### config.mk
export PLATFORM = sky130hd
export DESIGN_NAME = alut_host_if
export DESIGN_NICKNAME = d
export VERILOG_FILES = /design/src/hw/alut_pkg.sv /design/src/hw/alut_host_if.sv
export VERILOG_INCLUDE_DIRS = /design/src /design/src/include
export SDC_FILE = /design/constraint.sdc
export NUM_CORES = 1
export LEC_CHECK = 0
export BUFFER_PORTS_ARGS = -buffer_cell sky130_fd_sc_hd__clkbuf_2
export CAP_MARGIN = 15
export CORE_ASPECT_RATIO = 1.5
export CORE_MARGIN = 5
export CORE_UTILIZATION = 35
export CTS_CLUSTER_SIZE = 25
export DETAILED_ROUTE_END_ITERATION = 8
export GPL_TIMING_DRIVEN = 0
export PLACE_DENSITY = 0.75
export SYNTH_ARGS = -nofsm -noshare
export SYNTH_HDL_FRONTEND = slang
export SYNTH_SLANG_ARGS = --single-unit
### constraint.sdc
create_clock -name pclk29 -period 6.5 [get_ports pclk29]
set_clock_uncertainty 0.15 [all_clocks]
set_input_delay 0 -clock pclk29 [delete_from_list [all_inputs] [get_ports pclk29]]
set_output_delay 0 -clock pclk29 [all_outputs]
set_load 0.02 [all_outputs]
### src/include/alut_cfg.svh
//------------------------------------------------------------
// table geometry and field widths for the address lookup
// the hash folds the address bytes into 8 bits
// so depth has to stay at 256 entries
//------------------------------------------------------------
`ifndef ALUT_CFG_SVH
`define ALUT_CFG_SVH

// table entries, one per hash value
`define ALUT_DEPTH  256

// ethernet mac address width
`define ALUT_MAC_W  48

// width of the free-running time counter and stored stamps
`define ALUT_TIME_W 32

`endif

### src/hw/alut_pkg.sv
//------------------------------------------------------------
// types shared by the address lookup blocks
// entry layout is valid, last seen time, port, address
// with the address in the low bits
//------------------------------------------------------------
package alut_pkg;

`include "alut_cfg.svh"

   typedef logic [`ALUT_MAC_W-1:0]          mac_addr_t;   // ethernet address
   typedef logic [1:0]                      port_id_t;    // one of four ports
   typedef logic [4:0]                      port_mask_t;  // bit 4 is the switch itself
   typedef logic [$clog2(`ALUT_DEPTH)-1:0]  hash_t;       // table index
   typedef logic [`ALUT_TIME_W-1:0]         stamp_t;      // time value

   // one table entry, 83 bits
   typedef struct packed {
      logic       valid;      // entry holds a learned address
      stamp_t     last_seen;  // time of the last learn
      port_id_t   port;       // port the address was seen on
      mac_addr_t  mac;        // learned address
   } alut_entry_t;

   // one host request, held for the whole operation
   typedef struct packed {
      mac_addr_t  d_addr;     // destination to look up
      mac_addr_t  s_addr;     // source to learn
      port_id_t   s_port;     // port the frame came in on
   } alut_req_t;

   // address checker FSM
   typedef enum logic [2:0] {
      chk_idle    = 3'd0,
      chk_mac     = 3'd1,     // own address compare
      chk_rd_dest = 3'd2,     // destination read issued
      chk_valid   = 3'd3,     // destination entry valid bit
      chk_age     = 3'd4,     // waiting on the age checker
      chk_addr    = 3'd5,     // destination address compare
      chk_rd_src  = 3'd6,     // source entry read back
      chk_wr_src  = 3'd7      // source entry write
   } chk_state_t;

endpackage

### src/hw/alut_host_if.sv
//------------------------------------------------------------
// four-phase req/ack front end
// a request is taken only on a rising req with ack low
// req_data is sampled once, at that edge
// ack rises one cycle after active falls, drops after req does
//------------------------------------------------------------
`timescale 1ns/1ps

module alut_host_if import alut_pkg::*; (
   input  logic       pclk29,
   input  logic       n_p_reset29,
   input  logic       req,         // host request level
   input  alut_req_t  req_data,    // stable while req is high
   output logic       ack,         // result ready
   output logic       start,       // one-cycle kick to the checker
   output alut_req_t  held_req,    // request as seen at accept
   input  logic       active       // checker busy
);

   logic req_d;                    // req one cycle late, for edge detect
   logic active_d;                 // active one cycle late
   logic busy;                     // operation in flight
   logic accept;                   // new request taken this cycle
   logic active_fall;

   assign accept      = req & ~req_d & ~busy & ~ack;
   assign active_fall = active_d & ~active;

   // ------------------------------------------------------------
   // handshake sequencing
   // ------------------------------------------------------------
   always_ff @(posedge pclk29 or negedge n_p_reset29)
   begin
      if (!n_p_reset29)
      begin
         req_d    <= 1'b0;
         active_d <= 1'b0;
         busy     <= 1'b0;
         ack      <= 1'b0;
         start    <= 1'b0;
      end
      else
      begin
         req_d    <= req;
         active_d <= active;
         start    <= accept;           // single pulse
         if (accept)
            busy <= 1'b1;
         else if (busy && active_fall)
         begin
            busy <= 1'b0;
            ack  <= 1'b1;              // d_port settled by now
         end
         else if (ack && !req)
            ack <= 1'b0;               // host dropped req, close the cycle
      end
   end

   // request capture, payload only
   always_ff @(posedge pclk29)
   begin
      if (accept)
         held_req <= req_data;
   end

endmodule

==> flow_summary_export.csv, run 1 <==
group,metric,value,unit
outcome,status,"aborted with a tool error",
outcome,stop_stage,"clock tree synthesis",
outcome,tool.error,"[ERROR RSZ-0060] Max buffer count reached.",
yosys,syn_avg_cell_area,28.6,µm²
placement,numPortBuffers,201,
yosys,ys_seq_area_share,98.4,%
cts,h-tree-depth,3,
cts,clockBufferDepth,2,
cts,ctsHoldBuffers,101,
cts,post_cts_resized,0,
yosys,synth-seq-cells,103,
cts,cts_made_buffers,9,
floorplan,fp-row-count,42,
placement,place_area,0.00435,mm²
cts,cts_root_buffer,"clkbuf_16",
yosys,syn_inst,109,
floorplan,die_w,87.1,µm
floorplan,die_h,126,µm
yosys,yosysWarnings,0,
floorplan,io_pins,202,
yosys,synth_nets,211,
cts,cts_num_sinks,103,
placement,pre_cts_ws,4390,ps
yosys,syn-cell-area,0.00312,mm²
cts,post_cts.repair.setup_buffers,0,
placement,dp_hpwl,6.44,mm
placement,place_congestion,0.836,
yosys,synthDistinctLibCells,8,
floorplan,start_util,35.5,%
logic make-up after synthesis:
kind of cell / after synthesis / synth area share, %
and+or+nand+nor: 3 / 1.08
buffers and inverters: 1 / 0.120
DFF: 103 / 98.4
AOI/OAI and AO/OA: 2 / 0.401
per-stage QoR:
| step | hold slack [ps] | std cells | util, % |
|---|---|---|---|
| floorplan | -446 | 109 | - |
| detailed placement | -328 | 427 | 49.5 |
| global placement | -336 | 420 | 48.6 |
cells in the mapped netlist:
cell type  number  area [µm²]
edfxtp_1       98        2940
nor4b_4         1        23.8
nand2_1         1        3.75
dfrtp_1         5         125
inv_1           1        3.75
o21ai_0         1        5.00
nand2b_1        1        6.26
a21o_1          1        7.51
==> inputs of run 2 (changes only) <==
--- a/config.mk
+++ b/config.mk
@@ -8,13 +8,11 @@
 export LEC_CHECK = 0
 export BUFFER_PORTS_ARGS = -buffer_cell sky130_fd_sc_hd__clkbuf_2
 export CAP_MARGIN = 15
-export CORE_ASPECT_RATIO = 1.5
 export CORE_MARGIN = 5
-export CORE_UTILIZATION = 35
-export CTS_CLUSTER_SIZE = 25
+export CORE_UTILIZATION = 20
 export DETAILED_ROUTE_END_ITERATION = 8
 export GPL_TIMING_DRIVEN = 0
-export PLACE_DENSITY = 0.75
+export PLACE_DENSITY_LB_ADDON = 0.15
 export SYNTH_ARGS = -nofsm -noshare
 export SYNTH_HDL_FRONTEND = slang
 export SYNTH_SLANG_ARGS = --single-unit
==> flow_summary_export.csv, run 2 <==
group,metric,value,unit
power,p_total,1.51,mW
placement,pre_cts_ws,4590,ps
timing,fmax,0.535,GHz
cts,cts_made_buffers,9,
floorplan,start_util,20.4,%
global_route,grt_start_max_net_pins,19,
route,post_drt_via_cell_ratio,3.49,
yosys,synth_nets,211,
global_route,antenna_found_initial,0,
cts,cts_tree,"yes",
timing,period_share,28.7,%
cts,cts_num_sinks,103,
worst_setup_path,path_class,"reg -> reg",
cts,insertion_delay,340,ps
run,max_cap_violations,0,
placement,place_congestion,0.637,
floorplan,io_pins,202,
cts,post_cts.repair.setup_buffers,0,
placement,dp_cells,528,
floorplan,core,0.0153,mm²
placement,dp_hpwl,6.49,mm
floorplan,die_w,135,µm
route,drtAntennaViolNets,0,
finish,drive_gt1_share,51.5,%
timing,hold_slack,174,ps
worst_setup_path,ff2ff_setup_slack,4630,ps
power,seq_power_share,52.5,%
finish,n_antenna_cell,0,
timing,slew_headroom,66.7,%
global_route,track_usage,9.47,%
outcome,status,"finished, final reports clean",
timing,finalSetupTns,0,ps
finish,fin_util,37.9,%
hold_path,worstHoldPathType,"in -> reg",
timing,rsz0062_at_grt,"no",
timing,drv_slew,0,
global_route,grt_pass1_wl,13.1,mm
worst_setup_path,path_max_fanout,15,
yosys,yosys_most_used_dff,"edfxtp_1",
yosys,synth-edff-count,98,
cts,post_cts_resized,0,
placement,numPortBuffers,201,
floorplan,fp-row-count,45,
yosys,yosysWarnings,0,
floorplan,die_h,135,µm
finish,fin_cells,646,
yosys,synthTopCellsByArea,"edfxtp_1 94%, dfrtp_1 4.0%, nor4b_4 0.76%",
placement,place_area,0.00448,mm²
worst_setup_path,critPathCaptureType,"register",
yosys,synthArstFlopShare,4.85,%
route,vias,2256,
yosys,syn-cell-area,0.00312,mm²
cts,cts.clk_slew.worst_paths,70,ps
cts,cts_root_buffer,"clkbuf_16",
yosys,synth_top_area_share,94.4,%
route,drt-total-wl,8.57,mm
worst_setup_path,worstPathArrival,1770,ps
finish,largest_reg_flops,98,
finish,largest_register,"held_req",
yosys,synth.largest_area_cell,"edfxtp_1",
timing,report.final.setup_viol,0,
finish,fill_cells,1454,
route,drtIter0Drc,47,
route,routedWlPerCell,13.3,µm
yosys,synth-seq-cells,103,
power,netSwitchingFraction,24.4,%
worst_setup_path,worstPathRequired,6400,ps
finish,layout.cells.most_common_list,"201 x clkbuf_2, 102 x dlygate4sd3_1, 98 x edfxtp_1",
yosys,synthDistinctLibCells,8,
floorplan,fp.dieArea,0.0182,mm²
power,powerDensity,262,mW/mm²
yosys,syn_avg_cell_area,28.6,µm²
timing,setup_ws,4630,ps
yosys,syn_inst,109,
cts,clockBufferDepth,2,
timing,period_needed,1870,ps
yosys,yosysMostFrequentCell,"edfxtp_1",
route,drc,0,
power,irDropWorstVdd,0.102,mV
timing,hold_viol,0,
timing,tightest_slew,497,ps
global_route,grt_pass1_vias,2607,
power,switchingPower,369,µW
finish,final_common_cell,"clkbuf_2",
finish,postLayoutCellArea,0.00578,mm²
route,drt_pre_antenna_iters,4,
power,p_int,1.14,mW
cts,h-tree-depth,3,
power,power.leakage,2.43,nW
finish,final_net_count,532,
global_route,grt_remaining_overflow,0,
worst_setup_path,critPathLaunchType,"register",
yosys,ys_top_cells_by_count,"98 x edfxtp_1, 5 x dfrtp_1",
yosys,ys_seq_area_share,98.4,%
power,p_clk_share,33.9,%
finish,syn_to_final_growth,85.5,%
power,pwr-share-comb,13.6,%
==> run 2: cell counts after synthesis <==
No cell type changed its count.
==> run 2: area by class of cell <==
cell class / count / area, µm² / area share (%)
inverters: 1 / 3.75 / 0.0649
multi-input cells: 5 / 46.3 / 0.801
flip-flops and latches: 103 / 3070 / 53.1
well taps: 211 / 264 / 4.57
clock inverters: 6 / 55.1 / 0.952
repair buffers: 310 / 2120 / 36.6
clock buffers: 10 / 229 / 3.96
==> run 2: final timing paths <==
path	depth (start not counted)	to	start
max in group asynchronous	3	busy$_DFFE_PN0P_	n_p_reset29
hold / removal	2	active_d$_DFF_PN0_	active
setup / recovery	3	held_req[87]$_DFFE_PP_	ack$_DFFE_PN0P_
setup reg to reg	3	held_req[87]$_DFFE_PP_	ack$_DFFE_PN0P_
min in group asynchronous	3	start$_DFF_PN0_	n_p_reset29
hold reg to reg	2	ack$_DFFE_PN0P_	active_d$_DFF_PN0_
==> run 2: worst max-delay path: stages, from the launching register on <==
cell and delay [ps]:
dfrtp_1 420, nor4b_4 530, buf_6 260, buf_6 210
==> run 2: per-layer routing <==
metal  GRT usage, %  up-vias  share of wire (%)
met5              0        -                  0
met4           4.92        0                2.1
met3           4.47       11                 11
met2           15.7      111                 51
met1           10.0     1055                 36
li1               -     1079                  -
==> run 2: cell families (layout without fill, tap and decap cells) <==
family / Yosys count / count (layout) / synth area share [%]
AOI/OAI and AO/OA: 2 / 2 / 0.401
and+or+nand+nor: 3 / 3 / 1.08
buffers and inverters: 1 / 327 / 0.120
DFF: 103 / 103 / 98.4
==> run 2: power groups by stage <==
stage / registers (mW) / logic, mW / clock network [mW]
6_report: 0.794 / 0.206 / 0.513
5_1_grt: 0.798 / 0.223 / 0.565
4_1_cts: 0.795 / 0.211 / 0.544
3_5_place_dp: 0.809 / 0.162 / 0
3_3_place_gp: 0.815 / 0.148 / 0
2_1_floorplan: 0.865 / 0.0208 / 0
==> run 2: repair_timing <==
action / in CTS / in global routing
setup endpoints to repair: 0 / 0
hold endpoints to repair: 110 / 0
hold buffers: 102 / 0
No activity file was read; power rests on OpenSTA's default activity.
